File: src/wwr_params.svh
//////////////////////////////////////////////////
// word width, bus width and address macros
// for the word repacking buffer
//////////////////////////////////////////////////

`ifndef WWR_PARAMS_SVH
`define WWR_PARAMS_SVH

// bits per stored word
`define WWR_WORD_WIDTH 64

// words per bus, the lane rotation is built for exactly four
`define WWR_NUM_WORDS 4

// word address width, 512 words in total
`define WWR_ADDR_WIDTH 9

// total words of storage across all lanes
`define WWR_DEPTH (1 << `WWR_ADDR_WIDTH)

// one bus of slack so unused write lanes never land on unread words
`define WWR_CAPACITY (`WWR_DEPTH - `WWR_NUM_WORDS)

`endif

File: src/wwr_pkg.sv
//////////////////////////////////////////////////
// word, bus, address and count types plus the
// command and response structs of the buffer
//////////////////////////////////////////////////

`include "wwr_params.svh"

package wwr_pkg;

	// address to data, two for rows, two in lane memory, two for rotation
	localparam int unsigned WWR_RD_LATENCY = 6;

	typedef logic [`WWR_WORD_WIDTH-1:0] word_t;

	// word 0 sits in the low bits
	typedef word_t [`WWR_NUM_WORDS-1:0] bus_t;

	typedef logic [`WWR_ADDR_WIDTH-1:0] waddr_t;

	// row inside one lane memory
	typedef logic [`WWR_ADDR_WIDTH-3:0] row_t;

	// number of words in a chunk, 1 to 4
	typedef logic [2:0] cnt_t;

	// spare top bit keeps an overfilled count visible
	typedef logic [`WWR_ADDR_WIDTH:0] fill_t;

	typedef row_t [`WWR_NUM_WORDS-1:0] lane_rows_t;

	typedef struct packed {
		logic valid;
		cnt_t count;
		bus_t data;
	} wr_cmd_t;

	typedef struct packed {
		logic valid;
		cnt_t count;
	} rd_cmd_t;

	typedef struct packed {
		logic valid;
		cnt_t count;
		bus_t data;
	} rd_resp_t;

endpackage

File: src/fill_tracker.sv
//////////////////////////////////////////////////
// occupancy in words with sticky overflow and
// underflow flags
//////////////////////////////////////////////////

`timescale 1ns/1ps
`include "wwr_params.svh"

module fill_tracker
	import wwr_pkg::*;
(
	input  logic    clk,
	input  logic    arst,
	input  wr_cmd_t wr_cmd,
	input  rd_cmd_t rd_cmd,
	output fill_t   fill,
	output logic    overflow,
	output logic    underflow
);

	fill_t fill_q;
	fill_t wr_n;
	fill_t rd_n;
	fill_t fill_plus;
	fill_t fill_next;
	logic  over_now;
	logic  under_now;

	always_comb begin
		wr_n      = wr_cmd.valid ? fill_t'(wr_cmd.count) : '0;
		rd_n      = rd_cmd.valid ? fill_t'(rd_cmd.count) : '0;
		fill_plus = fill_q + wr_n;
		under_now = rd_n > fill_plus;
		// a read past the end just empties the count
		fill_next = under_now ? '0 : fill_plus - rd_n;
		over_now  = fill_next > fill_t'(`WWR_CAPACITY);
	end

	always_ff @(posedge clk or posedge arst) begin
		if (arst) begin
			fill_q    <= '0;
			overflow  <= 1'b0;
			underflow <= 1'b0;
		end else begin
			fill_q <= fill_next;
			if (over_now) begin
				overflow <= 1'b1;
			end
			if (under_now) begin
				underflow <= 1'b1;
			end
		end
	end

	assign fill = fill_q;

endmodule

File: config.mk
export PLATFORM = sky130hd
export DESIGN_NAME = fill_tracker
export DESIGN_NICKNAME = d
export VERILOG_FILES = /design/src/wwr_pkg.sv /design/src/fill_tracker.sv
export VERILOG_INCLUDE_DIRS = /design/src
export SDC_FILE = /design/constraint.sdc
export NUM_CORES = 1
export LEC_CHECK = 0
export BUFFER_PORTS_ARGS = -buffer_cell sky130_fd_sc_hd__buf_2
export CORE_AREA = 4 4 106 108
export DETAILED_ROUTE_END_ITERATION = 7
export DIE_AREA = 0 0 110 112
export PLACE_DENSITY_LB_ADDON = 0.08
export SLEW_MARGIN = 10
export SYNTH_ARGS = -nofsm -noshare
export SYNTH_HDL_FRONTEND = slang
export SYNTH_SLANG_ARGS = --single-unit
File: constraint.sdc
create_clock -name clk -period 3.7 [get_ports clk]
set_clock_uncertainty 0.2 [all_clocks]
set_input_delay 0.555 -clock clk [delete_from_list [all_inputs] [get_ports clk]]
set_output_delay 0.555 -clock clk [all_outputs]
set_load 0.02 [all_outputs]
# Word level (Yosys, flattened, before mapping)

Index checks and enable logic that the tools add are counted.

Register bits: 12
Input bits: 266
Output and inout bits: 12
Word-level logic and storage cells: 10

Add/subtract/negate cells: 2
Order comparisons: 2
Multiplexer cells: 3

Operators with widths:

| operator              | number |
|---|---|
| $add A10 B3 Y10       | 1 |
| $gt A10 B9 Y1 const B | 1 |
| $gt A3 B10 Y1         | 1 |
| $mux W10              | 1 |
| $sub A10 B3 Y10       | 1 |
| $mux W3               | 2 |

# Depth between registers and ports, before layout

Depth in word-level cells: 5
Gate-level depth with buffers: 14
Mapped depth without buffers: 13

# Least setup slack after synthesis

No wires, ideal clock.

Path type: in2reg
Start: input wr_cmd[256] (netlist name)
End: register overflow
Setup time: 0.066 ns
Data arrival time: 3.194 ns
Required time: 3.434 ns
Path slack: 0.240 ns
Stages: 14
Buffers on the path: 1
Path through: and2_1 ha_1 inv_1 fa_1 xnor2_1 ha_1 a21oi_2 and2_0 clkbuf_1 xnor2_1 xnor2_1 a211o_1 a211oi_2 a41o_1

Longest elaborated chain between the ends: 5
Elaborated cells between the ends (all ways): 6
Those cells by class: 2 x add/sub; 2 x order compare; 2 x mux

Ends and longest elaborated chain:

| what                                                    | RTL line                               | RTL |
|---|---|---|
| from (decl)                                             | fill_tracker.sv:14                     | `input wr_cmd_t wr_cmd,` |
| $mux W3 (*)                                             | fill_tracker.sv:30                     | `wr_n = wr_cmd.valid ? fill_t'(wr_cmd.count) : '0;` |
| $add A10 B3 Y10 (*)                                     | fill_tracker.sv:32                     | `fill_plus = fill_q + wr_n;` |
| $sub A10 B3 Y10 / $gt A3 B10 Y1 (equally long branches) | fill_tracker.sv:35, fill_tracker.sv:33 |  |
| $mux W10 (*)                                            | fill_tracker.sv:35                     | `fill_next = under_now ? '0 : fill_plus - rd_n;` |
| $gt A10 B9 Y1 (*)                                       | fill_tracker.sv:36                     | `` over_now = fill_next > fill_t'(`WWR_CAPACITY); `` |
| to (signal assigned)                                    | fill_tracker.sv:42                     | `overflow <= 1'b0;` |
| to (signal assigned)                                    | fill_tracker.sv:47                     | `overflow <= 1'b1;` |
| to (decl)                                               | fill_tracker.sv:17                     | `output logic overflow,` |

Mark *: on every way between the ends. The rest lies on a longest branch, timed or not.
A chain may end at the register's enable or synchronous reset.

# Worst setup path after layout

Start: input wr_cmd[259] (netlist name)
End: register overflow

Longest elaborated chain between the ends: 5
Elaborated cells between the ends (all ways): 6
Those cells by class: 2 x add/sub; 2 x order compare; 2 x mux

Ends and longest elaborated chain:

| what                                                    | RTL line                               | RTL |
|---|---|---|
| $mux W3 (*)                                             | fill_tracker.sv:30                     |  |
| $add A10 B3 Y10 (*)                                     | fill_tracker.sv:32                     |  |
| $sub A10 B3 Y10 / $gt A3 B10 Y1 (equally long branches) | fill_tracker.sv:35, fill_tracker.sv:33 |  |
| $mux W10 (*)                                            | fill_tracker.sv:35                     |  |
| net fill_next[4]                                        | fill_tracker.sv:25                     | `fill_t fill_next;` |
| $gt A10 B9 Y1 (*)                                       | fill_tracker.sv:36                     |  |

Mark *: on every way through the listed nets, which the timed path passes. The rest lies on a longest branch.

==> impl_results.md <==
- Core area: 10200 um2
- Via count: 998
- Tmin final: 3360 ps
- Via-per-instance ratio: 3.37
- DP Worst Slack: 58.5 ps
- Dpl cells: 292
- Synth Area in Simple Gates: 22.2%
- Post-Syn Nets: 404
- Max_cap viols: 0
- Final core occ: 14.8%
- Synth Area in Compound Gates: 23.7%
- Largest net degree at the start of global routing: 13
- Top post-synthesis cells by area: dfrtp_1 26%, ha_1 6.5%, xnor2_1 5.3%
- Synthesized area per cell: 8.94 um2
- Seq/Total Area, Yosys: 25.8%
- Post-Syn Area: 1160 um2
- EDFF count, synth: 0
- Setup WS post-layout: 339 ps
- Clk sinks: 12
- Fin crit share: 90.8%
- Leak Pwr: 0.666 nW
- Async S/R FF share, synth: 100%
- Sw Ratio: 48.3%
- Routed wire length: 3.63 mm
- Max_slew headroom: 64.2%
- Netlist cell types: 51
- Aggregate global routing overflow: 0
- Tot GR Track Use: 6.33%
- Initial core utilization: 11.4%
- Worst path required time: 3650 ps
- Largest family of logic cells by synthesized area: compound AO/OA/AOI/OAI gates
- RSZ-0062 raised after global routing: no
- Number of global-route vias before repair: 1100
- Worst-case clock buffer depth: 2
- First-pass GRT wire length: 5.83 mm
- Detailed-route DRC error count: 0
- Antenna viol nets, final: 0
- Ports: 278
- CTS clk-pin slew, worst paths: 70 ps
- CTS buffer count: 3
- Root Driver: clkbuf_8
- Fin. Hold Viols: 0
- Critical path data arrival time: 3310 ps
- DR iter-0 viols: 39
- H-tree levels: 1
- Post_cts resized: 0
- Worst Hold Class: primary input to asynchronous set/reset pin
- FILL cells: 1154
- Die Span X: 110 um
- Max VDD drop: 0.216 mV
- CP Launch Type: primary input
- Postcts setup bufs: 0
- Least-Margin Pin Slew: 537 ps
- Sequential Power Share: 20.0%
- Share of cells above drive strength 1: 33.1%
- Synth top area share: 25.8%
- Comb power frac: 69.2%
- Mux contribution to synthesized area: 1.72%
- Final setup vio count: 0
- Slew Viols, Final: 0
- Area grow syn2layout: 30.0%
- Placer Congestion: 0.693
- Synth Register Bits: 12
- Design Power: 1.44 mW
- Status: completed
- Wirelength per Cell: 12.3 um
- CP Class: primary input to register
- Layout Cells excl Fill: 296
- CTS tree: done
- Net switching power of the design: 693 uW
- Die area: 12300 um2
- Critical-path maximum fanout: 5
- Most frequent cells in the layout: 21 x buf_2, 12 x nor2_1, 12 x dfrtp_1
- Die Y: 112 um
- IO Port Bufs: 21
- Num rows: 37
- Setup crit end kind: register
- Post-CTS Hold Fix Bufs: 0
- CP max-delay cell: fa_1
- Initial antenna violation count: 0
- Synth Area in XOR/XNOR: 8.29%
- Sequential cell area: 300 um2
- Clock power frac: 10.8%
- Int Pwr: 742 uW
- Yosys warns: 0
- PwrDens: 950 nW/um2
- Slowest stage delay, CP: 390 ps
- Dpl hpwl: 3.01 mm
- Area leader, netlist: dfrtp_1
- Pre-Repair DR Iteration Count: 4
- Worst path cell trace: buf_2 -> and2_1 -> ha_1 -> inv_1 -> fa_1 -> xnor2_1 -> ha_1 -> nor2b_1 -> buf_4 -> a2111oi_0 -> a31oi_1 -> o22ai_1 -> xnor2_1 -> nor2_2 -> a41o_1
- Multi-input combinational cell area: 764 um2
- Setup TNS: 0 ps
- Flop2flop setup slack: 540 ps
- Post-synthesis instance total: 130
- F_max: 0.298 GHz
- Clk Latency, worst-skew pair: 250 ps
- Post-Synth Adder-Cell Area: 9.90%
- Diodes inserted: 0
- Commonest non-fill, non-tap cell in the layout: buf_2
- Main flop type after synthesis: dfrtp_1
- Nets: 435
[registers in the layout, indices dropped and copies added, names as in the netlist]
name,flops
overflow,1
underflow,1
fill,10
[cells in the mapped netlist (2+ instances only)]
master,n
xor2_1,4
or2_2,3
o21ai_0,6
o21ai_1,3
xnor2_1,7
mux2i_1,2
a21oi_2,2
o211ai_1,4
fa_1,2
nand2_1,9
nor2_1,12
o2111ai_1,2
a211o_1,2
o21ai_2,2
nor2b_1,2
ha_1,6
a21o_1,2
inv_1,9
buf_6,2
clkbuf_2,2
a41o_1,2
dfrtp_1,12
and2_1,3
a21oi_1,3
[metrics by stage]
| step | cell area (um2) | hold WS (ps) |
|---|---|---|
| 2_1_floorplan | 1160 | 220 |
| 3_3_place_gp | 1460 | 249 |
| 3_5_place_dp | 1460 | 254 |
| 6_report | 1510 | 131 |
| 5_1_grt | 1510 | 189 |
| 4_1_cts | 1510 | 159 |
[worst paths after layout]
path | from | end | depth (start not counted)
setup / recovery | wr_cmd[259] | overflow | 15
hold / removal | arst | fill[4] | 2
setup reg to reg | fill[0] | overflow | 13
hold reg to reg | underflow | underflow | 1
max in group asynchronous | arst | fill[3] | 2
min in group clk | underflow | underflow | 1
[final cells by class]
type	instances	area share, %
flip-flops and latches	12	19.9
multi-input cells	103	50.6
well taps	136	11.3
clock buffers	4	3.64
inverters	9	2.24
repair buffers	32	12.4
[worst max-delay path, delay by kind of cell]
| family | cells | cell delay, ps |
|---|---|---|
| and+or+nand+nor | 3 | 370 |
| buffers and inverters | 3 | 290 |
| adders and majority gates | 3 | 920 |
| xor gates and xnor gates | 2 | 310 |
| AOI/OAI and AO/OA | 4 | 840 |
[power groups by stage]
stage                     Clock (mW)  Combinational (mW)  Sequential, mW
after floorplan                    0               0.644           0.322
after global placement             0                1.03           0.291
after detailed placement           0                1.01           0.292
after CTS                      0.162                1.02           0.290
after global routing           0.166                1.12           0.302
final                          0.155               0.993           0.287
[metal layers]
metal  part of all wire, %  vias to the layer above  global-route usage [%]  wire (um)
met5                     0                        -                       0          0
met4                   1.2                        0                    2.49         42
met3                   3.0                        4                    1.16        110
met2                    49                       13                    10.4       1780
met1                    47                      461                    8.03       1700
li1                      -                      520                       -          -
[logic make-up after synthesis]
logic type,after synthesis
adders and majority gates,8
and+or+nand+nor,46
xor gates and xnor gates,11
buffers and inverters,15
muxes,2
AOI/OAI and AO/OA,36
DFF,12
(Power assumes the default switching activity.)
