==> src/wwr_params.svh <==
//////////////////////////////////////////////////
// word width, bus width and address macros
// for the word repacking buffer
//////////////////////////////////////////////////

`ifndef WWR_PARAMS_SVH
`define WWR_PARAMS_SVH

// bits per stored word
`define WWR_WORD_WIDTH 64

// words per bus, the lane rotation is built for exactly four
`define WWR_NUM_WORDS 4

// word address width, 512 words in total
`define WWR_ADDR_WIDTH 9

// total words of storage across all lanes
`define WWR_DEPTH (1 << `WWR_ADDR_WIDTH)

// one bus of slack so unused write lanes never land on unread words
`define WWR_CAPACITY (`WWR_DEPTH - `WWR_NUM_WORDS)

`endif

==> src/wwr_pkg.sv <==
//////////////////////////////////////////////////
// word, bus, address and count types plus the
// command and response structs of the buffer
//////////////////////////////////////////////////

`include "wwr_params.svh"

package wwr_pkg;

	// address to data, two for rows, two in lane memory, two for rotation
	localparam int unsigned WWR_RD_LATENCY = 6;

	typedef logic [`WWR_WORD_WIDTH-1:0] word_t;

	// word 0 sits in the low bits
	typedef word_t [`WWR_NUM_WORDS-1:0] bus_t;

	typedef logic [`WWR_ADDR_WIDTH-1:0] waddr_t;

	// row inside one lane memory
	typedef logic [`WWR_ADDR_WIDTH-3:0] row_t;

	// number of words in a chunk, 1 to 4
	typedef logic [2:0] cnt_t;

	// spare top bit keeps an overfilled count visible
	typedef logic [`WWR_ADDR_WIDTH:0] fill_t;

	typedef row_t [`WWR_NUM_WORDS-1:0] lane_rows_t;

	typedef struct packed {
		logic valid;
		cnt_t count;
		bus_t data;
	} wr_cmd_t;

	typedef struct packed {
		logic valid;
		cnt_t count;
	} rd_cmd_t;

	typedef struct packed {
		logic valid;
		cnt_t count;
		bus_t data;
	} rd_resp_t;

endpackage

==> src/write_packer.sv <==
//////////////////////////////////////////////////
// write pointer, places each chunk at the next
// free word address
//////////////////////////////////////////////////

`timescale 1ns/1ps
`include "wwr_params.svh"

module write_packer
	import wwr_pkg::*;
(
	input  logic    clk,
	input  logic    arst,
	input  wr_cmd_t wr_cmd,
	output logic    we,
	output waddr_t  wr_addr,
	output bus_t    wr_data
);

	waddr_t wr_ptr;

	// pointer wraps naturally at the power of two depth
	always_ff @(posedge clk or posedge arst) begin
		if (arst) begin
			wr_ptr <= '0;
		end else if (wr_cmd.valid) begin
			wr_ptr <= wr_ptr + waddr_t'(wr_cmd.count);
		end
	end

	assign we      = wr_cmd.valid;
	assign wr_addr = wr_ptr;
	assign wr_data = wr_cmd.data;

endmodule

==> config.mk <==
export PLATFORM = sky130hd
export DESIGN_NAME = write_packer
export DESIGN_NICKNAME = d
export VERILOG_FILES = /design/src/wwr_pkg.sv /design/src/write_packer.sv
export VERILOG_INCLUDE_DIRS = /design/src
export SDC_FILE = /design/constraint.sdc
export NUM_CORES = 1
export LEC_CHECK = 0
export BUFFER_PORTS_ARGS = -buffer_cell sky130_fd_sc_hd__buf_2
export CAP_MARGIN = 20
export CORE_AREA = 3 3 205 207
export CTS_CLUSTER_SIZE = 12
export DETAILED_ROUTE_END_ITERATION = 8
export DIE_AREA = 0 0 208 210
export HOLD_SLACK_MARGIN = 0.05
export PLACE_DENSITY_LB_ADDON = 0.3
export SYNTH_ARGS = -nofsm -noshare
export SYNTH_HDL_FRONTEND = slang
export SYNTH_SLANG_ARGS = --single-unit
export TNS_END_PERCENT = 30
==> constraint.sdc <==
create_clock -name clk -period 1.35 [get_ports clk]
set_input_delay 0.0675 -clock clk [delete_from_list [all_inputs] [get_ports clk]]
set_output_delay 0.0675 -clock clk [all_outputs]
set_load 0.01 [all_outputs]
==> Word level (Yosys, flattened, before mapping) <==
Index checks and enable logic that the tools add are counted.
{ "op_classes": {"add_sub_neg": 1, "multipliers": 0, "n_div": 0, "magnitude_cmp": 0, "eq_ne": 0, "shifts": 0, "muxes": 0, "bitwise": 0, "reduce_logical": 0} }
{ "op_table": {"columns": ["cell", "n"], "rows": [
  ["9-bit by 3-bit adder with 9-bit output", 1]
]} }
{ "word_totals": {"ff_bits": 9, "latchBits": 0, "ram_bits": 0, "romBits": 0, "inputBits": 262, "output_inout_bits": 266, "memories": 0} }

==> Longest topological paths before layout <==
Gate-level depths: netlist of run 1.
{ "logic_depth": {"ltp_word": 1, "ltp_mapped": 5, "depth_no_buf": 5} }

==> Least setup slack after synthesis of run 1 <==
No wires, ideal clock.
{ "synth_timing": {"path_type": "reg2reg", "startpoint": "register wr_ptr[0], in the netlist wr_addr[0]", "endpoint": "register wr_ptr[8], in the netlist wr_addr[8]", "arrival_time_ps": 1431, "slack_ps": -215, "stages_incl_launch_ff": 6, "n_path_buf": 0, "period_less_slack_ps": 1565, "cell_sequence": "dfrtp_1 -> ha_1 -> fa_1 -> a21oi_4 -> nor4b_2 -> xor2_1"} }
{ "synth_via": {"elab_chain_len": 1} }
{ "synth_lines": {"columns": ["item", "line_no", "rtl"], "rows": [
  ["start, declared", "write_packer.sv:20", "waddr_t wr_ptr;"],
  ["start signal, assigned", "write_packer.sv:27", "wr_ptr <= wr_ptr + waddr_t'(wr_cmd.count);"],
  ["9-bit by 3-bit adder with 9-bit output", "write_packer.sv:27", null]
]} }
No other way between the ends.
A chain may end at the register's enable or synchronous reset.

==> Worst setup path after layout of run 1 <==
{ "layout_timing": {"startpoint": "register wr_ptr[0], in the netlist wr_addr[0]", "endpoint": "register wr_ptr[4], in the netlist wr_addr[4]"} }
Same word-level chain as after synthesis.

==> metrics, run 1 <==
status complete, but fails checks; failing checks negative setup slack; post-synthesis cell count 296; pre-CTS setup slack -0.1212 ns; critical path data arrival time 1.55 ns; via count 866; DRT Pass-1 Iters 3; clk sink count 9; Seq cells post-synth 9; minimum clock period after layout 1.438 ns; Max VDD drop 0.6682 mV; critical path type reg -> reg; CTS buffer count 3; commonest cells after routing, fill and taps aside buf_2, buf_4, dfrtp_1; Slew Limit Fails 0; clock buffer depth 2; diode count 0; CTS H-tree depth 1; die area 43680 µm²; Chip Width 208 µm; top_reg_cell synth dfrtp_1; Worst Path Required 1.46 ns; commonest non-fill, non-tap cell in the layout buf_2; final core utilization 0.03465; Yosys top cell by area buf_4; Skew-Pair Late Insertion Delay 0.23 ns; Hold Path Class in -> out; GRT Total Usage 0.03806; Final #Nets 334; Clock power frac 0.265; Unique masters post-synth 18; first-pass GRT wire length 10740 µm; clock skew 0.002196 ns; Worst slew margin 0.7462; Gate power share 0.467; Tcrit/Tclk final 1.065; max-cap viol count 0; TNS Setup -0.3115 ns; CP endpoint kind register; mapped cell area 2419 µm²; Avg Synthesized Cell Area 8.171 µm²; # port buffers 15; final worst-path setup slack -0.08832 ns; CTS tree done; sw frac 0.3712; synthesis-to-finish area growth -41.90%; Psw 0.7400 mW; core box area 40550 µm²; unrepaired setup endpoints after global routing true; routed vias/inst 1.446; Yosys top cell area share 0.7977; syn nets 562; DPL Wire Length 7843 µm; Overflow after GRT 0; Routed Antenna Nets 0; die extent in y 210 µm; f_max 695.3 MHz; fraction of registers with async set/reset 1.000; Least-Margin Pin Slew 0.3803 ns; synth top area cells buf_4, dfrtp_1, xor2_1; Initial Util 0.05964; DR iter-0 viols 17; EDFF count, synth 0; sequential area share after synthesis 0.09312; crit-path max FO 3; Hold Vio Cnt, Final 0; Pleak 0.3700 nW; antenna violations before repair 3; Wirelength per Cell 15.22 µm; vias in the first global route 1033; Routed WL 9118 µm; share of cells above drive strength 1 0.5672; largest net degree at the start of global routing 10; gpl congestion 0.5789; crit start category register; hold slack 0.1350 ns; sequential power share 0.268; row count 74; PwrDens 1419 nW/µm²; IO Count 528; yosys warns 0; Int Pwr 1.254 mW; Worst-path clk slew 0.04 ns; DRC Markers 0; final setup vio count 5; max reg flops 9; CTS root buf clkbuf_16
[stage by stage]
stage                     power [mW]  area, µm²  std cells
final                          1.994       1405        599
after global routing           2.158       1405        599
after detailed placement       1.409       1276        592
after global placement         1.428       1276        592
after CTS                      2.006       1383        598
after floorplan                1.739       2424        296
[routing by layer]
layer	global-route usage	vias up	share of wire
li1	-	190	-
met1	0.01913	294	0.18
met2	0.05400	246	0.41
met3	0.04197	134	0.27
met4	0.05603	2	0.14
met5	0	-	0.0022
[cell type report]
type | instances | area [µm²]
inverters | 2 | 7.507
multi-input cells | 27 | 275.3
repair buffers | 25 | 152.6
fillers | 4872 | 39150
clock buffers | 4 | 78.83
well taps | 532 | 665.6
flip-flops and latches | 9 | 225.2
[synthesized netlist by cell type (2+ instances only)]
| cell | number |
|---|---|
| inv_1 | 2 |
| xor2_1 | 5 |
| nor2_1 | 3 |
| ha_1 | 3 |
| xnor2_1 | 2 |
| buf_4 | 257 |
| dfrtp_1 | 9 |
| nand3_1 | 2 |
| a21oi_1 | 3 |
| mux2_2 | 2 |
[logic make-up after synthesis]
group | share of synthesized area
buf+inv | 0.8055
flops | 0.09312
simple gates | 0.02172
xor+xnor | 0.02535
compound gates | 0.02121
fa+ha+maj | 0.02380
mux | 0.009311
[power by group through the flow]
stage	Clock, mW	Combinational, mW	Sequential [mW]
final	0.529	0.930	0.534
after global routing	0.564	1.03	0.562
after CTS	0.536	0.934	0.536
after detailed placement	0	0.873	0.536
after global placement	0	0.886	0.542
after floorplan	0	1.14	0.597
[worst max-delay path: stages (launching register included)]
cell     delay [ns]
dfrtp_1        0.40
ha_4           0.17
fa_2           0.36
a21oi_4        0.16
nor2_1         0.08
xor2_1         0.14
[path summary, 6_finish.rpt]
kind	startpoint	endpoint	slack (ns)	cells after the start
setup / recovery	wr_addr[0]	wr_addr[4]	-0.09	5
hold / removal	wr_cmd[170]	wr_data[170]	0.14	0
setup reg to reg	wr_addr[0]	wr_addr[4]	-0.09	5
hold reg to reg	wr_addr[8]	wr_addr[8]	0.47	1
max in group asynchronous	arst	wr_addr[7]	0.65	3
min in group asynchronous	arst	wr_addr[0]	0.42	3
[what timing repair did]
item / 4_1_cts / 5_1_grt
pin swaps: 2 / 0
hold endpoints to repair: 9 / 0
hold buffers: 1 / 0
setup buffers: 1 / 1
resized for setup: 4 / 2
setup endpoints to repair: 8 / 8
cloned: 0 / 0
(Power assumes the default switching activity.)
==> run 2, diff against run 1 <==
Settings changed: CORE_AREA 3 3 205 207 to 3 3 203 205, DIE_AREA 0 0 208 210 to 0 0 206 208, MAX_ROUTING_LAYER set to met4.
Clock period 1.35 ns to 1.6 ns, I/O delays scaled along.
==> run 2 against run 1 <==
Compared with the run above: the run now ends clean; clock-buffer cell count did not move; clock skew grew 0.0012 ns; clock power down 15%; die area is 1.9% lower; maximum frequency is 5.0% lower; sequential power shrank 13%; global-route usage down 0.12 points; sequential share of layout area increased by 1.2 points; core utilization down 0.16 points; via count down 11%.
==> metrics, run 2 (synthesized netlist as in run 1, its figures left out) <==
routed vias/inst 1.313 (-9.2%); CTS buffer count 3 (unchanged); CTS H-tree depth 1 (unchanged); crit-path max FO 3 (unchanged); Routed WL 8510 µm (-6.7%); DRC Markers 0 (unchanged); DR iter-0 viols 28 (+11); clock buffer depth 2 (unchanged); antenna violations before repair 0 (-3); Slew Limit Fails 0 (unchanged); Worst-path clk slew 0.04 ns (about the same); clock skew 0.003423 ns (+0.001227 ns); Tot Pwr 1.472 mW (-26%); vias in the first global route 907 (-12%); Hold Vio Cnt, Final 0 (unchanged); f_max 660.7 MHz (-5.0%); IO Count 528 (unchanged); DRT Pass-1 Iters 2 (-1); non-filler cells, final 584 (-2.5%); TNS Setup 0 ns (+0.3115 ns); Routed Antenna Nets 0 (unchanged); register area 225.2 µm² (unchanged); Worst Min Path Start wr_cmd[110]; unrepaired setup endpoints after global routing false; DPL Wire Length 7395 µm (-5.7%); hold slack 0.1600 ns (+0.02500 ns); CTS tree done; Max VDD drop 0.4833 mV (-28%); RR Startpoint wr_addr[0]; Post-CTS Setup Repair Bufs 0 (-1); critical path type reg -> reg; dpl cells 579 (-2.2%); clk sink count 9 (unchanged); worst r2r dst wr_addr[8]; CP endpoint kind register; final core utilization 0.03302 (-0.001632); diode count 0 (unchanged); Final #Nets 326 (-2.4%); multi-input logic area 247.7 µm² (-10%); pre-CTS setup slack 0.002337 ns (+0.1235 ns); share of cells above drive strength 1 0.4407 (-0.1265); core box area 39640 µm² (-2.3%); status finished clean; Worst slew margin 0.7451 (-0.001078); die area 42850 µm² (-1.9%); minimum clock period after layout 1.514 ns (+0.07533 ns); final setup vio count 0 (-5); Post-DP Area 1217 µm² (-4.6%); die extent in y 208 µm (-0.95%); commonest non-fill, non-tap cell in the layout buf_2; Pleak 0.3262 nW (-12%); Reg2Reg Depth 5 (unchanged); Hold Crit Depth 0 (unchanged); post-route cell area 1309 µm² (-6.9%); commonest cells after routing, fill and taps aside buf_2, dfrtp_1, xor2_1; final worst-path setup slack 0.08635 ns (+0.1747 ns); reg2reg setup slack 0.09 ns (+0.17 ns); sink of the worst hold path wr_data[110]; largest net degree at the start of global routing 10 (unchanged); first-pass GRT wire length 9687 µm (-9.8%); Worst Path Required 1.71 ns (+0.25 ns); gpl congestion 0.5709 (-1.4%); Tcrit/Tclk final 0.9460 (-0.1194); crit start category register; Fillers 4765 (-2.2%); Least-Margin Pin Slew 0.3819 ns (+0.001616 ns); # port buffers 15 (unchanged); PwrDens 1124 nW/µm² (-21%); max-cap viol count 0 (unchanged); Initial Util 0.06101 (+0.001374); Chip Width 206 µm (-0.96%); row count 73 (-1.4%); GRT Total Usage 0.03685 (-0.001213); Skew-Pair Late Insertion Delay 0.24 ns (about the same); Hold Path Class in -> out; critical path data arrival time 1.62 ns (+0.07 ns); Overflow after GRT 0 (unchanged); max reg flops 9 (unchanged); via count 767 (-11%); CTS root buf clkbuf_16; Wirelength per Cell 14.57 µm (-4.3%); synthesis-to-finish area growth -45.89%
==> run 2: critical path, cell delays in order (launching register included) <==
cell	delay (ns)
dfrtp_1	0.37
ha_1	0.22
fa_2	0.38
a21oi_4	0.20
nor4b_2	0.07
xor2_1	0.14
==> run 2: cell type report <==
type                            count  share of cell area
Multi-Input combinational cell     27              0.1893
Clock buffer                        4             0.06023
Timing Repair Buffer               17             0.07075
Tap cell                          525              0.5019
Inverter                            2            0.005736
Sequential cell                     9              0.1721
==> run 2: how the worst max path moves through the flow <==
| stage | start | to | cells after the start |
|---|---|---|---|
| finish | wr_addr[0] | wr_addr[8] | 5 |
| global route | wr_addr[0] | wr_addr[8] | 5 |
| CTS | wr_addr[0] | wr_addr[8] | 5 |
| detailed placement | wr_addr[0] | wr_addr[8] | 5 |
| global placement | wr_addr[0] | wr_addr[8] | 5 |
| floorplan | wr_addr[0] | wr_addr[8] | 5 |
==> run 2: what timing repair did <==
action | in CTS | in global routing
setup endpoints to repair | 0 | 3
gates resized for setup | 0 | 1
hold endpoints to repair | 9 | 0
hold buffers | 1 | 0
==> run 2: metal layers <==
metal,global-route usage,share of wire
met5,-,0
met4,0.06086,0.17
met2,0.04583,0.38
met3,0.04475,0.31
met1,0.01500,0.14
==> run 2: power breakdown <==
part	leakage, nW	internal [mW]	switching (mW)
sequential	0.107	0.344	0.122
combinational	0.181	0.264	0.293
clock	0.0382	0.334	0.115
