`src/wwr_params.svh`:
```
//////////////////////////////////////////////////
// word width, bus width and address macros
// for the word repacking buffer
//////////////////////////////////////////////////

`ifndef WWR_PARAMS_SVH
`define WWR_PARAMS_SVH

// bits per stored word
`define WWR_WORD_WIDTH 64

// words per bus, the lane rotation is built for exactly four
`define WWR_NUM_WORDS 4

// word address width, 512 words in total
`define WWR_ADDR_WIDTH 9

// total words of storage across all lanes
`define WWR_DEPTH (1 << `WWR_ADDR_WIDTH)

// one bus of slack so unused write lanes never land on unread words
`define WWR_CAPACITY (`WWR_DEPTH - `WWR_NUM_WORDS)

`endif

```
`src/wwr_pkg.sv`:
```
//////////////////////////////////////////////////
// word, bus, address and count types plus the
// command and response structs of the buffer
//////////////////////////////////////////////////

`include "wwr_params.svh"

package wwr_pkg;

	// address to data, two for rows, two in lane memory, two for rotation
	localparam int unsigned WWR_RD_LATENCY = 6;

	typedef logic [`WWR_WORD_WIDTH-1:0] word_t;

	// word 0 sits in the low bits
	typedef word_t [`WWR_NUM_WORDS-1:0] bus_t;

	typedef logic [`WWR_ADDR_WIDTH-1:0] waddr_t;

	// row inside one lane memory
	typedef logic [`WWR_ADDR_WIDTH-3:0] row_t;

	// number of words in a chunk, 1 to 4
	typedef logic [2:0] cnt_t;

	// spare top bit keeps an overfilled count visible
	typedef logic [`WWR_ADDR_WIDTH:0] fill_t;

	typedef row_t [`WWR_NUM_WORDS-1:0] lane_rows_t;

	typedef struct packed {
		logic valid;
		cnt_t count;
		bus_t data;
	} wr_cmd_t;

	typedef struct packed {
		logic valid;
		cnt_t count;
	} rd_cmd_t;

	typedef struct packed {
		logic valid;
		cnt_t count;
		bus_t data;
	} rd_resp_t;

endpackage

```
`src/read_unpacker.sv`:
```
//////////////////////////////////////////////////
// read pointer and the response valid and count
// delay line matched to the RAM read latency
//////////////////////////////////////////////////

`timescale 1ns/1ps
`include "wwr_params.svh"

module read_unpacker
	import wwr_pkg::*;
(
	input  logic     clk,
	input  logic     arst,
	input  rd_cmd_t  rd_cmd,
	output waddr_t   rd_addr,
	input  bus_t     ram_data,
	output rd_resp_t rd_resp
);

	waddr_t  rd_ptr;
	rd_cmd_t cmd_pipe [WWR_RD_LATENCY];

	always_ff @(posedge clk or posedge arst) begin
		if (arst) begin
			rd_ptr <= '0;
		end else if (rd_cmd.valid) begin
			rd_ptr <= rd_ptr + waddr_t'(rd_cmd.count);
		end
	end

	assign rd_addr = rd_ptr;

	// one stage per cycle of RAM latency
	always_ff @(posedge clk or posedge arst) begin
		if (arst) begin
			for (int i = 0; i < WWR_RD_LATENCY; i++) begin
				cmd_pipe[i] <= '0;
			end
		end else begin
			cmd_pipe[0] <= rd_cmd;
			for (int i = 1; i < WWR_RD_LATENCY; i++) begin
				cmd_pipe[i] <= cmd_pipe[i-1];
			end
		end
	end

	always_comb begin
		rd_resp.valid = cmd_pipe[WWR_RD_LATENCY-1].valid;
		rd_resp.count = cmd_pipe[WWR_RD_LATENCY-1].count;
		rd_resp.data  = ram_data;
	end

endmodule

```
`config.mk`:
```
export PLATFORM = sky130hd
export DESIGN_NAME = read_unpacker
export DESIGN_NICKNAME = d
export VERILOG_FILES = /design/src/wwr_pkg.sv /design/src/read_unpacker.sv
export VERILOG_INCLUDE_DIRS = /design/src
export SDC_FILE = /design/constraint.sdc
export NUM_CORES = 1
export LEC_CHECK = 0
export BUFFER_PORTS_ARGS = -buffer_cell sky130_fd_sc_hd__buf_4
export CORE_AREA = 2 2 209 211
export DETAILED_ROUTE_END_ITERATION = 7
export DIE_AREA = 0 0 211 213
export PLACE_DENSITY_LB_ADDON = 0.25
export SLEW_MARGIN = 20
export SYNTH_ARGS = -nofsm -noshare
export SYNTH_HDL_FRONTEND = slang
export SYNTH_SLANG_ARGS = --single-unit
```
`constraint.sdc`:
```
create_clock -name clk -period 2.1 [get_ports clk]
set_input_delay 0.42 -clock clk [delete_from_list [all_inputs] [get_ports clk]]
set_output_delay 0.42 -clock clk [all_outputs]
set_load 0.02 [all_outputs]
```
; ---- Word-level counts from Yosys, hierarchy flattened
; Cells that the tools add are included.
[word_totals]
reg_bits = 33
latchBits = 0
ramBits = 0
romBits = 0
input_bits = 262
output_inout_bits = 269
wordCells = 14
n_memories = 0
[classes]
add_sub_neg = 1
n_mul = 0
div_mod_pow = 0
n_lt_le_gt_ge = 0
n_eq_ne = 0
n_shift = 0
mux = 0
bitwise_logic = 0
reduce_logical = 0
[op_table]
columns = op, n
row1 = adder 9 x 3 -> 9 bit, 1

; ---- Longest topological paths before layout
; Gate-level depths: netlist of the first run.
[logic_depth]
word_depth = 1
mapped_depth = 5
mapped_depth_nobuf = 5

; ---- Worst setup path before layout of the first run
; OpenSTA, ideal clock, no wires.
[synth_timing]
path_type = reg-to-reg
from = reg rd_ptr[0] (netlist: rd_addr[0])
to = reg rd_ptr[8] (netlist: rd_addr[8])
setup_time_ns = 0.132
arrival_ns = 1.512
required_ns = 1.968
slack_ns = 0.456
stages_incl_launch_ff = 6
path_buffers = 0
synth_period_minus_slack_ns = 1.644
cell_sequence = dfrtp_1 -> ha_1 -> fa_1 -> a21oi_1 -> nor3_1 -> xor2_1
[synth_between]
elab_chain_len = 1
[synth_lines]
columns = item, line
row1 = "start, declared", read_unpacker.sv:20  ; waddr_t rd_ptr;
row2 = "start signal, assigned", read_unpacker.sv:27  ; rd_ptr <= rd_ptr + waddr_t'(rd_cmd.count);
row3 = adder 9 x 3 -> 9 bit, read_unpacker.sv:27
; Every way passes these cells.
; A chain may end at the register's enable or synchronous reset.

; ---- Final worst setup path of the first run
; Same ends and word-level chain as after synthesis.

==> impl_metrics.xml, run 1 <==
<?xml version="1.0" encoding="UTF-8"?>
<metrics>
  <group name="synthesis">
    <metric name="synthCells" unit="">324</metric>
    <metric name="synth.yosys.warnings" unit="">0</metric>
    <metric name="yosys_register_bits" unit="">33</metric>
    <metric name="seq_area_frac_synth" unit="">0.2726</metric>
    <metric name="mappedNetlistArea" unit="sq um">3029</metric>
    <metric name="synthesis.area_per_instance" unit="sq um">9.349</metric>
    <metric name="syn_nets" unit="">590</metric>
    <metric name="yosys.cell_types.count" unit="">16</metric>
  </group>
  <group name="floorplan">
    <metric name="floorplan.die.width" unit="um">211</metric>
    <metric name="core_region_area" unit="sq um">42700</metric>
    <metric name="floorplan.die_area" unit="sq um">44940</metric>
    <metric name="die_y" unit="um">213</metric>
    <metric name="start_util" unit="">0.07095</metric>
    <metric name="std_cell_rows" unit="">76</metric>
    <metric name="num_io_pins" unit="">531</metric>
  </group>
  <group name="timing">
    <metric name="finalHoldViolCount" unit="">0</metric>
    <metric name="share_of_the_cycle_needed_by_the_critical_path_after_routing" unit="">0.7972</metric>
    <metric name="finalMaxSlewViolations" unit="">0</metric>
    <metric name="fin_setup_tns" unit="ns">0</metric>
    <metric name="grt_setup_unrepaired" unit="">false</metric>
    <metric name="maxClockFrequency" unit="MHz">597.3</metric>
    <metric name="finClkSkew" unit="ns">0.006294</metric>
    <metric name="fin_crit" unit="ns">1.674</metric>
    <metric name="pin_slew_with_the_least_headroom_to_its_limit" unit="ns">0.4131</metric>
    <metric name="slew_headroom" unit="">0.7246</metric>
    <metric name="final.setup.worst_slack" unit="ns">0.4259</metric>
    <metric name="setup_violations" unit="">0</metric>
    <metric name="hold_slack" unit="ns">0.2326</metric>
  </group>
  <group name="placement">
    <metric name="dp_worst_setup_slack" unit="ns">0.2226</metric>
    <metric name="io_buffers" unit="">18</metric>
    <metric name="hpwl" unit="um">11180</metric>
    <metric name="placer_congestion_estimate" unit="">0.6755</metric>
    <metric name="placement.cell_area" unit="sq um">1896</metric>
  </group>
  <group name="drt">
    <metric name="detailroute.via_count" unit="">1016</metric>
    <metric name="wl_per_cell" unit="um">20.33</metric>
    <metric name="met3_length" unit="um">4276</metric>
    <metric name="routedLengthMet1" unit="um">2287</metric>
    <metric name="ant_nets" unit="">0</metric>
    <metric name="routed.top_layer" unit="">met4</metric>
    <metric name="remaining_drc_errors" unit="">0</metric>
    <metric name="drt_first_pass_iters" unit="">4</metric>
    <metric name="route.final.wire_length" unit="um">12890</metric>
    <metric name="detail_route.iter0.violations" unit="">38</metric>
    <metric name="met2WireLength" unit="um">5227</metric>
    <metric name="via_per_instance_ratio" unit="">1.603</metric>
  </group>
  <group name="pwr">
    <metric name="p_per_area" unit="nW/um^2">1006</metric>
    <metric name="totalPowerFinal" unit="mW">2.037</metric>
    <metric name="power_frac_seq" unit="">0.427</metric>
    <metric name="power_frac_comb" unit="">0.252</metric>
    <metric name="vdd_drop_max" unit="V">0.0004832</metric>
    <metric name="p_int" unit="mW">1.401</metric>
    <metric name="power.net_switching" unit="uW">636.0</metric>
    <metric name="power.clock.fraction" unit="">0.322</metric>
    <metric name="sw_frac_of_total" unit="">0.3122</metric>
    <metric name="p_leak" unit="nW">0.6532</metric>
  </group>
  <group name="global_routing">
    <metric name="grt_remaining_overflow" unit="">0</metric>
    <metric name="groute.usage.overall" unit="">0.05197</metric>
    <metric name="grt_pass1_vias" unit="">1190</metric>
    <metric name="grt_pass1_wl" unit="um">14440</metric>
    <metric name="antenna_violations_before_repair" unit="">0</metric>
    <metric name="grt_max_degree" unit="">34</metric>
  </group>
  <group name="clock_network">
    <metric name="cts-buffers-inserted" unit="">5</metric>
    <metric name="cts_tree" unit="">yes</metric>
    <metric name="cts_setup_buffers" unit="">0</metric>
    <metric name="ctsHoldBuffers" unit="">0</metric>
    <metric name="clock_latency_late_sink" unit="ns">0.27</metric>
    <metric name="clock_tree.htree_level_count" unit="">2</metric>
    <metric name="quantity_of_gates_resized_following_cts" unit="">0</metric>
    <metric name="clock_path_buffers" unit="">2</metric>
    <metric name="path_clk_slew" unit="ns">0.05</metric>
    <metric name="clock_tree.root_cell" unit="">sky130_fd_sc_hd__clkbuf_16</metric>
    <metric name="numClockSinks" unit="">33</metric>
  </group>
  <group name="worst_setup_path">
    <metric name="startpoint_type" unit="">flip-flop</metric>
    <metric name="worst-setup-path-type" unit="">flip-flop to flip-flop</metric>
    <metric name="worstPathCellList" unit="">ha_1, fa_1, a21oi_1, nor3_1, xor2_1</metric>
    <metric name="crit-reg2reg-launch" unit="">rd_addr[0]</metric>
    <metric name="crit_buf_inv" unit="">0</metric>
    <metric name="timing.critical_path.slowest_cell_delay" unit="ns">0.42</metric>
    <metric name="cp_data_arrival_time" unit="ns">1.83</metric>
    <metric name="timing.critical_path.slowest_stage_cell" unit="">sky130_fd_sc_hd__fa_1</metric>
    <metric name="crit_start" unit="">rd_addr[0]</metric>
    <metric name="worst_ep_required_time" unit="ns">2.25</metric>
    <metric name="timing.critical_path.max_delay_family" unit="">adder cells</metric>
    <metric name="setup.worst_path.end_class" unit="">flip-flop</metric>
    <metric name="worstPathMaxFanout" unit="">3</metric>
  </group>
  <group name="job">
    <metric name="maxCapViolations" unit="">0</metric>
  </group>
  <group name="finish">
    <metric name="layout-area-overhead-vs-synth" unit="%">-33.13</metric>
    <metric name="insertedDiodeCount" unit="">0</metric>
    <metric name="drive_above_1_share" unit="">0.3295</metric>
    <metric name="design.final.nets" unit="">355</metric>
    <metric name="post_layout_inst_area" unit="sq um">2026</metric>
  </group>
  <group name="outcome">
    <metric name="status" unit="">finished, final reports clean</metric>
  </group>
  <group name="min_path">
    <metric name="hp-class" unit="">input pin to asynchronous set/reset pin</metric>
  </group>
</metrics>
state kept, by name, summed over array words and instances, names as in the netlist:
register / flops
cmd_pipe: 20
rd_addr: 9
rd_resp: 4
Yosys cell counts:
cell	number	share of area
sky130_fd_sc_hd__buf_4	261	0.65
sky130_fd_sc_hd__dfrtp_1	33	0.27
sky130_fd_sc_hd__xor2_1	5	0.014
sky130_fd_sc_hd__a21oi_1	4	0.0066
sky130_fd_sc_hd__ha_1	3	0.012
sky130_fd_sc_hd__nor2_1	3	0.0037
sky130_fd_sc_hd__inv_1	2	0.0025
sky130_fd_sc_hd__mux2_2	2	0.0074
sky130_fd_sc_hd__nand2_1	2	0.0025
sky130_fd_sc_hd__nand3_1	2	0.0033
sky130_fd_sc_hd__xnor2_1	2	0.0058
sky130_fd_sc_hd__a211oi_2	1	0.0041
sky130_fd_sc_hd__a21boi_0	1	0.0025
sky130_fd_sc_hd__fa_1	1	0.0066
sky130_fd_sc_hd__nand4_4	1	0.0070
sky130_fd_sc_hd__nor3_1	1	0.0017
layout by cell type, fill, tap and decap left out:
cell                        instances
sky130_fd_sc_hd__a211oi_2           1
sky130_fd_sc_hd__a21boi_0           1
sky130_fd_sc_hd__a21oi_1            4
sky130_fd_sc_hd__buf_4             19
sky130_fd_sc_hd__clkbuf_16          5
sky130_fd_sc_hd__clkinv_2           1
sky130_fd_sc_hd__dfrtp_1           33
sky130_fd_sc_hd__fa_1               1
sky130_fd_sc_hd__ha_1               3
sky130_fd_sc_hd__inv_1              2
sky130_fd_sc_hd__mux2_2             2
sky130_fd_sc_hd__nand2_1            2
sky130_fd_sc_hd__nand3_1            2
sky130_fd_sc_hd__nand4_4            1
sky130_fd_sc_hd__nor2_1             3
sky130_fd_sc_hd__nor3_1             1
sky130_fd_sc_hd__xnor2_1            2
sky130_fd_sc_hd__xor2_1             5
worst min-delay path: cells and delay by family:
family	cells	cell delay [ns]
buffers and inverters	3	0.51
metrics by stage:
stage                     cells     util
after floorplan             324        -
after global placement      628  0.04440
after detailed placement    628  0.04440
after CTS                   634  0.04744
after global routing        634  0.04744
final                       634  0.04744
routing by layer:
layer,vias to the layer above,GRT usage
met3,96,0.08134
li1,257,-
met1,380,0.02851
met5,-,0
met2,283,0.06783
met4,0,0.04444
layout make-up:
type / instances / area, sq um
fill: 4988 / 40670
sequential: 33 / 825.8
tap: 546 / 683.2
multi-input combinational: 28 / 236.5
timing repair buffer: 19 / 142.6
clock buffer: 5 / 125.1
inverter: 2 / 7.507
clock inverter: 1 / 5.005
cell families after synthesis:
group | synth area share
buffers and inverters | 0.6493
flip-flops | 0.2726
AND/OR/NAND/NOR | 0.01817
XOR/XNOR | 0.02024
AO/OA/AOI/OAI | 0.01322
adder cells (fa/ha/maj) | 0.01900
multiplexers | 0.007434
final timing paths:
| path | endpoint | slack (ns) | cells past startpoint |
|---|---|---|---|
| worst max register to register | rd_addr[8] | 0.43 | 5 |
| worst max-delay path | rd_addr[8] | 0.43 | 5 |
| worst min register to register | cmd_pipe[13] | 0.34 | 0 |
| worst min-delay path | rd_addr[8] | 0.23 | 3 |
| min in group clk | cmd_pipe[22] | 0.27 | 1 |
| max in group asynchronous | cmd_pipe[16] | 1.56 | 3 |
power groups by stage:
stage	combinational [mW]	clock (mW)	sequential [mW]
floorplan	0.928	0	0.958
global placement	0.517	0	0.878
detailed placement	0.521	0	0.876
CTS	0.522	0.682	0.872
global route	0.568	0.712	0.890
finish	0.512	0.655	0.870
Note: power is estimated with default switching activity, not from simulation.
==> run 2, diff against run 1 <==
==> constraint.sdc (replaced) <==
create_clock -name clk -period 1.7 [get_ports clk]
set_input_delay 0.34 -clock clk [delete_from_list [all_inputs] [get_ports clk]]
set_output_delay 0.34 -clock clk [all_outputs]
set_load 0.02 [all_outputs]
==> run 2 against run 1 <==
Net effect: flip-flop and latch count unchanged; sequential share of layout area down 0.52 points; die area unchanged; combinational power up 28%; via count up 1.6%; total power up 28%; maximum frequency up 8.9%; final area up 1.3%; register-to-register slack worse by 0.26 ns; utilization up 0.062 points; critical endpoint is now rd_addr[3]; largest cell class unchanged; highest routed layer unchanged.
==> impl_metrics.xml, run 2 (synthesis gave the netlist of run 1 again) <==
<?xml version="1.0" encoding="UTF-8"?>
<metrics>
  <group name="outcome">
    <metric name="status" unit="">finished, final reports clean</metric>
  </group>
  <group name="timing">
    <metric name="maxClockFrequency" unit="MHz">650.6</metric>
    <metric name="slew_headroom" unit="">0.7152</metric>
    <metric name="finClkSkew" unit="ns">0.002476</metric>
    <metric name="fin_crit" unit="ns">1.537</metric>
    <metric name="grt_setup_unrepaired" unit="">false</metric>
    <metric name="setup_violations" unit="">0</metric>
    <metric name="finalMaxSlewViolations" unit="">0</metric>
    <metric name="finalHoldViolCount" unit="">0</metric>
    <metric name="pin_slew_with_the_least_headroom_to_its_limit" unit="ns">0.4272</metric>
    <metric name="share_of_the_cycle_needed_by_the_critical_path_after_routing" unit="">0.9042</metric>
  </group>
  <group name="global_routing">
    <metric name="grt_max_degree" unit="">34</metric>
    <metric name="grt_remaining_overflow" unit="">0</metric>
    <metric name="groute.usage.overall" unit="">0.05222</metric>
    <metric name="antenna_violations_before_repair" unit="">0</metric>
    <metric name="grt_pass1_vias" unit="">1242</metric>
    <metric name="grt_pass1_wl" unit="um">14570</metric>
  </group>
  <group name="placement">
    <metric name="place_inst" unit="">629</metric>
    <metric name="placer_congestion_estimate" unit="">0.6670</metric>
    <metric name="hpwl" unit="um">11220</metric>
    <metric name="io_buffers" unit="">18</metric>
  </group>
  <group name="drt">
    <metric name="detailroute.via_count" unit="">1032</metric>
    <metric name="via_per_instance_ratio" unit="">1.623</metric>
    <metric name="route.final.wire_length" unit="um">12990</metric>
    <metric name="ant_nets" unit="">0</metric>
    <metric name="remaining_drc_errors" unit="">0</metric>
    <metric name="wl_per_cell" unit="um">20.42</metric>
    <metric name="drt_first_pass_iters" unit="">4</metric>
    <metric name="detail_route.iter0.violations" unit="">85</metric>
  </group>
  <group name="finish">
    <metric name="top_register" unit="">cmd_pipe</metric>
    <metric name="largest_reg_flops" unit="">20</metric>
    <metric name="instances_no_fill" unit="">636</metric>
    <metric name="most_used_cells_in_the_layout_excluding_fill_and_tap_cells" unit="">sky130_fd_sc_hd__dfrtp_1 (33), sky130_fd_sc_hd__buf_4 (20), sky130_fd_sc_hd__xor2_1 (5), sky130_fd_sc_hd__clkbuf_16 (5)</metric>
    <metric name="drive_above_1_share" unit="">0.3556</metric>
    <metric name="final_core_util" unit="">0.04806</metric>
    <metric name="design.final.nets" unit="">356</metric>
    <metric name="layout.cells.most_common" unit="">sky130_fd_sc_hd__dfrtp_1</metric>
    <metric name="layout-area-overhead-vs-synth" unit="%">-32.26</metric>
    <metric name="insertedDiodeCount" unit="">0</metric>
  </group>
  <group name="floorplan">
    <metric name="floorplan.die_area" unit="sq um">44940</metric>
    <metric name="floorplan.die.width" unit="um">211</metric>
    <metric name="core_region_area" unit="sq um">42700</metric>
    <metric name="std_cell_rows" unit="">76</metric>
    <metric name="num_io_pins" unit="">531</metric>
    <metric name="die_y" unit="um">213</metric>
    <metric name="start_util" unit="">0.07095</metric>
  </group>
  <group name="worst_setup_path">
    <metric name="startpoint_type" unit="">flip-flop</metric>
    <metric name="worstPathCellList" unit="">ha_1, a21oi_1, a21boi_0, xor2_1</metric>
    <metric name="cells_on_worst_reg2reg_path" unit="">4</metric>
    <metric name="timing.critical_path.slowest_cell_delay" unit="ns">0.40</metric>
    <metric name="worst_ep_required_time" unit="ns">1.84</metric>
    <metric name="reg2reg_slack" unit="ns">0.16</metric>
    <metric name="crit-reg2reg-launch" unit="">rd_addr[2]</metric>
    <metric name="crit_buf_inv" unit="">0</metric>
    <metric name="worstPathMaxFanout" unit="">4</metric>
    <metric name="cp_data_arrival_time" unit="ns">1.68</metric>
    <metric name="reg2reg_to" unit="">rd_addr[3]</metric>
    <metric name="timing.critical_path.max_delay_family" unit="">compound AO/OA/AOI/OAI gates</metric>
    <metric name="worst-setup-path-type" unit="">flip-flop to flip-flop</metric>
    <metric name="setup.worst_path.end_class" unit="">flip-flop</metric>
    <metric name="timing.critical_path.slowest_stage_cell" unit="">sky130_fd_sc_hd__dfrtp_1</metric>
  </group>
  <group name="pwr">
    <metric name="p_leak" unit="nW">0.6621</metric>
    <metric name="totalPowerFinal" unit="mW">2.603</metric>
    <metric name="p_per_area" unit="nW/um^2">1268</metric>
    <metric name="vdd_drop_max" unit="V">0.0004965</metric>
  </group>
  <group name="clock_network">
    <metric name="clock_tree.htree_level_count" unit="">2</metric>
    <metric name="clock_path_buffers" unit="">2</metric>
    <metric name="cts_tree" unit="">yes</metric>
    <metric name="numClockSinks" unit="">33</metric>
    <metric name="clock_tree.root_cell" unit="">sky130_fd_sc_hd__clkbuf_16</metric>
    <metric name="cts-buffers-inserted" unit="">5</metric>
    <metric name="clock_latency_late_sink" unit="ns">0.27</metric>
    <metric name="path_clk_slew" unit="ns">0.05</metric>
    <metric name="cts_setup_buffers" unit="">0</metric>
  </group>
  <group name="job">
    <metric name="maxCapViolations" unit="">0</metric>
  </group>
  <group name="min_path">
    <metric name="hp-class" unit="">input pin to asynchronous set/reset pin</metric>
  </group>
</metrics>
[run 2: worst register-to-register path: stages (launching register included)]
cell                       delay [ns]
sky130_fd_sc_hd__dfrtp_1         0.40
sky130_fd_sc_hd__ha_1            0.35
sky130_fd_sc_hd__a21oi_1         0.34
sky130_fd_sc_hd__a21boi_0        0.17
sky130_fd_sc_hd__xor2_1          0.16
[run 2: timing repair]
action | 4_1_cts | 5_1_grt
pin swaps | 0 | 1
setup endpoints to repair | 1 | 1
resized for setup | 1 | 1
hold buffers | 0 | 0
[run 2: how the worst max path moves through the flow]
| stage | start | to | cells after the start |
|---|---|---|---|
| final | rd_addr[2] | rd_addr[3] | 4 |
| after global routing | rd_addr[0] | rd_addr[8] | 5 |
| after CTS | rd_addr[0] | rd_addr[8] | 5 |
| after detailed placement | rd_cmd[0] | rd_addr[8] | 6 |
| after global placement | rd_cmd[0] | rd_addr[8] | 6 |
| after floorplan | rd_addr[0] | rd_addr[8] | 5 |
[run 2: final cells by class]
type / instances / area, sq um
fill: 4981 / 40640
timing repair buffer: 20 / 150.1
inverter: 2 / 7.507
multi-input combinational: 28 / 242.7
sequential: 33 / 825.8
clock buffer: 7 / 142.6
tap: 546 / 683.2
[run 2: where the power goes]
group / switching, mW / internal [mW]
Clock: 0.294 / 0.574
Combinational: 0.355 / 0.302
Sequential: 0.153 / 0.924
Total: 0.802 / 1.80
[run 2: per-stage QoR]
stage | hold slack (ns) | worst slack [ns] | area [sq um] | TNS, ns
2_1_floorplan | 0.3312 | 0.05595 | 3029 | 0
3_3_place_gp | 0.3323 | -0.06610 | 1903 | -0.1211
3_5_place_dp | 0.3347 | -0.08715 | 1903 | -0.1739
4_1_cts | 0.1804 | 0.05616 | 2049 | 0
5_1_grt | 0.1783 | 0.04771 | 2052 | 0
6_report | 0.1610 | 0.1629 | 2052 | 0
[run 2: layer usage]
layer | GRT usage | up-vias | routed length, um
li1 | - | 257 | -
met1 | 0.02869 | 400 | 2354
met2 | 0.07021 | 281 | 5367
met3 | 0.07957 | 94 | 4199
met4 | 0.04371 | 0 | 1066
met5 | 0 | - | 0
==> run 3, diff against run 2 <==
--- a/config.mk
+++ b/config.mk
@@ -10,7 +10,7 @@
 export CORE_AREA = 2 2 209 211
 export DETAILED_ROUTE_END_ITERATION = 7
 export DIE_AREA = 0 0 211 213
-export PLACE_DENSITY_LB_ADDON = 0.25
+export PLACE_DENSITY = 0.3
 export SLEW_MARGIN = 20
 export SYNTH_ARGS = -nofsm -noshare
 export SYNTH_HDL_FRONTEND = slang
==> run 3 against run 2 <==
Net effect: largest cell class unchanged; setup slack worse by 0.015 ns; maximum frequency down 0.94%; clock skew down 0.00094 ns.
==> impl_metrics.xml, run 3 (synthesis gave the netlist of run 1 again) <==
<?xml version="1.0" encoding="UTF-8"?>
<metrics>
  <group name="pwr">
    <metric name="sw_frac_of_total" unit="">0.3160</metric>
    <metric name="p_per_area" unit="nW/um^2">1260</metric>
    <metric name="power_frac_comb" unit="">0.257</metric>
    <metric name="vdd_drop_max" unit="V">0.0005990</metric>
    <metric name="power.net_switching" unit="uW">815.9</metric>
    <metric name="p_leak" unit="nW">0.6627</metric>
    <metric name="power.clock.fraction" unit="">0.327</metric>
    <metric name="power_frac_seq" unit="">0.416</metric>
    <metric name="p_int" unit="mW">1.766</metric>
  </group>
  <group name="floorplan">
    <metric name="core_region_area" unit="sq um">42700</metric>
    <metric name="floorplan.die.width" unit="um">211</metric>
    <metric name="num_io_pins" unit="">531</metric>
    <metric name="floorplan.die_area" unit="sq um">44940</metric>
    <metric name="die_y" unit="um">213</metric>
    <metric name="std_cell_rows" unit="">76</metric>
    <metric name="start_util" unit="">0.07095</metric>
  </group>
  <group name="clock_network">
    <metric name="path_clk_slew" unit="ns">0.05</metric>
    <metric name="cts_setup_buffers" unit="">0</metric>
    <metric name="cts-buffers-inserted" unit="">5</metric>
    <metric name="numClockSinks" unit="">33</metric>
    <metric name="clock_latency_late_sink" unit="ns">0.27</metric>
    <metric name="clock_path_buffers" unit="">2</metric>
    <metric name="clock_tree.htree_level_count" unit="">2</metric>
    <metric name="cts_tree" unit="">yes</metric>
    <metric name="clock_tree.root_cell" unit="">sky130_fd_sc_hd__clkbuf_16</metric>
    <metric name="ctsHoldBuffers" unit="">0</metric>
  </group>
  <group name="worst_setup_path">
    <metric name="reg2reg_slack" unit="ns">0.15</metric>
    <metric name="worst_ep_required_time" unit="ns">1.85</metric>
    <metric name="worstPathCellList" unit="">ha_1, fa_2, a21oi_2, nor3_1, xor2_1</metric>
    <metric name="startpoint_type" unit="">flip-flop</metric>
    <metric name="worst-setup-path-type" unit="">flip-flop to flip-flop</metric>
    <metric name="timing.critical_path.max_delay_family" unit="">adder cells</metric>
    <metric name="timing.critical_path.slowest_cell_delay" unit="ns">0.40</metric>
    <metric name="timing.critical_path.slowest_stage_cell" unit="">sky130_fd_sc_hd__dfrtp_1</metric>
    <metric name="setup.worst_path.end_class" unit="">flip-flop</metric>
    <metric name="worstPathMaxFanout" unit="">3</metric>
    <metric name="crit_buf_inv" unit="">0</metric>
    <metric name="critical_path_cell_count" unit="">5</metric>
    <metric name="cells_on_worst_reg2reg_path" unit="">5</metric>
    <metric name="cp_data_arrival_time" unit="ns">1.70</metric>
  </group>
  <group name="min_path">
    <metric name="hp-class" unit="">input pin to asynchronous set/reset pin</metric>
  </group>
  <group name="outcome">
    <metric name="status" unit="">finished, final reports clean</metric>
  </group>
  <group name="finish">
    <metric name="layout.filler_cells" unit="">4976</metric>
    <metric name="insertedDiodeCount" unit="">0</metric>
    <metric name="layout-area-overhead-vs-synth" unit="%">-32.38</metric>
    <metric name="layout.cells.most_common" unit="">sky130_fd_sc_hd__dfrtp_1</metric>
    <metric name="instances_no_fill" unit="">637</metric>
    <metric name="drive_above_1_share" unit="">0.3626</metric>
    <metric name="design.final.nets" unit="">356</metric>
    <metric name="most_used_cells_in_the_layout_excluding_fill_and_tap_cells" unit="">sky130_fd_sc_hd__dfrtp_1 (33), sky130_fd_sc_hd__buf_4 (20), sky130_fd_sc_hd__xor2_1 (5), sky130_fd_sc_hd__clkbuf_16 (5)</metric>
    <metric name="area_used_by_multi_input_combinational_logic" unit="sq um">242.7</metric>
    <metric name="layout.area.seq" unit="sq um">825.8</metric>
    <metric name="top_register" unit="">cmd_pipe</metric>
    <metric name="largest_reg_flops" unit="">20</metric>
  </group>
  <group name="timing">
    <metric name="finalMaxSlewViolations" unit="">0</metric>
    <metric name="maxClockFrequency" unit="MHz">644.5</metric>
    <metric name="share_of_the_cycle_needed_by_the_critical_path_after_routing" unit="">0.9128</metric>
    <metric name="finalHoldViolCount" unit="">0</metric>
    <metric name="pin_slew_with_the_least_headroom_to_its_limit" unit="ns">0.4181</metric>
    <metric name="grt_setup_unrepaired" unit="">false</metric>
    <metric name="final.setup.worst_slack" unit="ns">0.1483</metric>
    <metric name="fin_setup_tns" unit="ns">0</metric>
    <metric name="fin_crit" unit="ns">1.552</metric>
    <metric name="setup_violations" unit="">0</metric>
    <metric name="finClkSkew" unit="ns">0.001536</metric>
    <metric name="slew_headroom" unit="">0.7213</metric>
  </group>
  <group name="global_routing">
    <metric name="grt_pass1_vias" unit="">1214</metric>
    <metric name="groute.usage.overall" unit="">0.05156</metric>
    <metric name="grt_max_degree" unit="">34</metric>
    <metric name="grt_remaining_overflow" unit="">0</metric>
    <metric name="grt_pass1_wl" unit="um">14330</metric>
    <metric name="antenna_violations_before_repair" unit="">0</metric>
  </group>
  <group name="drt">
    <metric name="detail_route.iter0.violations" unit="">66</metric>
    <metric name="route.final.wire_length" unit="um">12720</metric>
    <metric name="via_per_instance_ratio" unit="">1.631</metric>
    <metric name="drt_first_pass_iters" unit="">4</metric>
    <metric name="remaining_drc_errors" unit="">0</metric>
    <metric name="wl_per_cell" unit="um">19.96</metric>
    <metric name="ant_nets" unit="">0</metric>
    <metric name="detailroute.via_count" unit="">1039</metric>
  </group>
  <group name="job">
    <metric name="maxCapViolations" unit="">0</metric>
  </group>
  <group name="placement">
    <metric name="hpwl" unit="um">11070</metric>
    <metric name="placer_congestion_estimate" unit="">0.6635</metric>
    <metric name="io_buffers" unit="">18</metric>
    <metric name="place_inst" unit="">629</metric>
    <metric name="dp_worst_setup_slack" unit="ns">-0.08941</metric>
  </group>
</metrics>
-- run 3: cell count changes in the layout (fill, tap and decap cells not counted), sizes merged --
| cell | before | now |
|---|---|---|
| clkinv | 0 | 2 |
| clkbuf | 7 | 6 |
-- run 3: area by class of cell --
| type | instances | share of cell area |
|---|---|---|
| Clock buffer | 6 | 0.06292 |
| Clock inverter | 2 | 0.004887 |
| Tap cell | 546 | 0.3335 |
| Timing Repair Buffer | 20 | 0.07330 |
| Multi-Input combinational cell | 28 | 0.1185 |
| Inverter | 2 | 0.003665 |
| Sequential cell | 33 | 0.4032 |
-- run 3: through the flow --
| step | total power [mW] | hold slack (ns) | cell area, sq um | util |
|---|---|---|---|---|
| 2_1_floorplan | 2.330 | 0.3312 | 3029 | - |
| 3_3_place_gp | 1.728 | 0.3313 | 1903 | 0.04457 |
| 3_5_place_dp | 1.742 | 0.3363 | 1903 | 0.04457 |
| 4_1_cts | 2.616 | 0.1785 | 2046 | 0.04791 |
| 5_1_grt | 2.740 | 0.1825 | 2048 | 0.04797 |
| 6_report | 2.582 | 0.1560 | 2048 | 0.04797 |
-- run 3: repair_timing --
item,CTS,global route
pin swaps,0,1
setup endpoints to repair,1,1
resized for setup,1,1
-- run 3: worst paths after layout --
kind,startpoint,end
setup / recovery,rd_addr[0],rd_addr[8]
hold / removal,arst,rd_addr[8]
setup reg to reg,rd_addr[0],rd_addr[8]
hold reg to reg,cmd_pipe[17],cmd_pipe[13]
max in group asynchronous,arst,cmd_pipe[17]
min in group clk,rd_cmd[2],cmd_pipe[22]
-- run 3: layer usage --
layer,part of all wire,track usage,vias to the layer above
li1,-,-,262
met1,0.17,0.02545,398
met2,0.41,0.06965,294
met3,0.35,0.08560,85
met4,0.073,0.03861,0
met5,0,0,-
-- run 3: power groups by stage --
stage | combinational (mW) | sequential [mW] | clock (mW)
4_1_cts | 0.674 | 1.07 | 0.871
3_3_place_gp | 0.651 | 1.08 | 0
5_1_grt | 0.734 | 1.09 | 0.911
3_5_place_dp | 0.668 | 1.07 | 0
2_1_floorplan | 1.15 | 1.18 | 0
6_report | 0.665 | 1.07 | 0.844
-- run 3: worst reg2reg max path: stages (launching register included) --
cell                      delay [ns]
sky130_fd_sc_hd__dfrtp_1        0.40
sky130_fd_sc_hd__ha_1           0.22
sky130_fd_sc_hd__fa_2           0.38
sky130_fd_sc_hd__a21oi_2        0.19
sky130_fd_sc_hd__nor3_1         0.09
sky130_fd_sc_hd__xor2_1         0.14
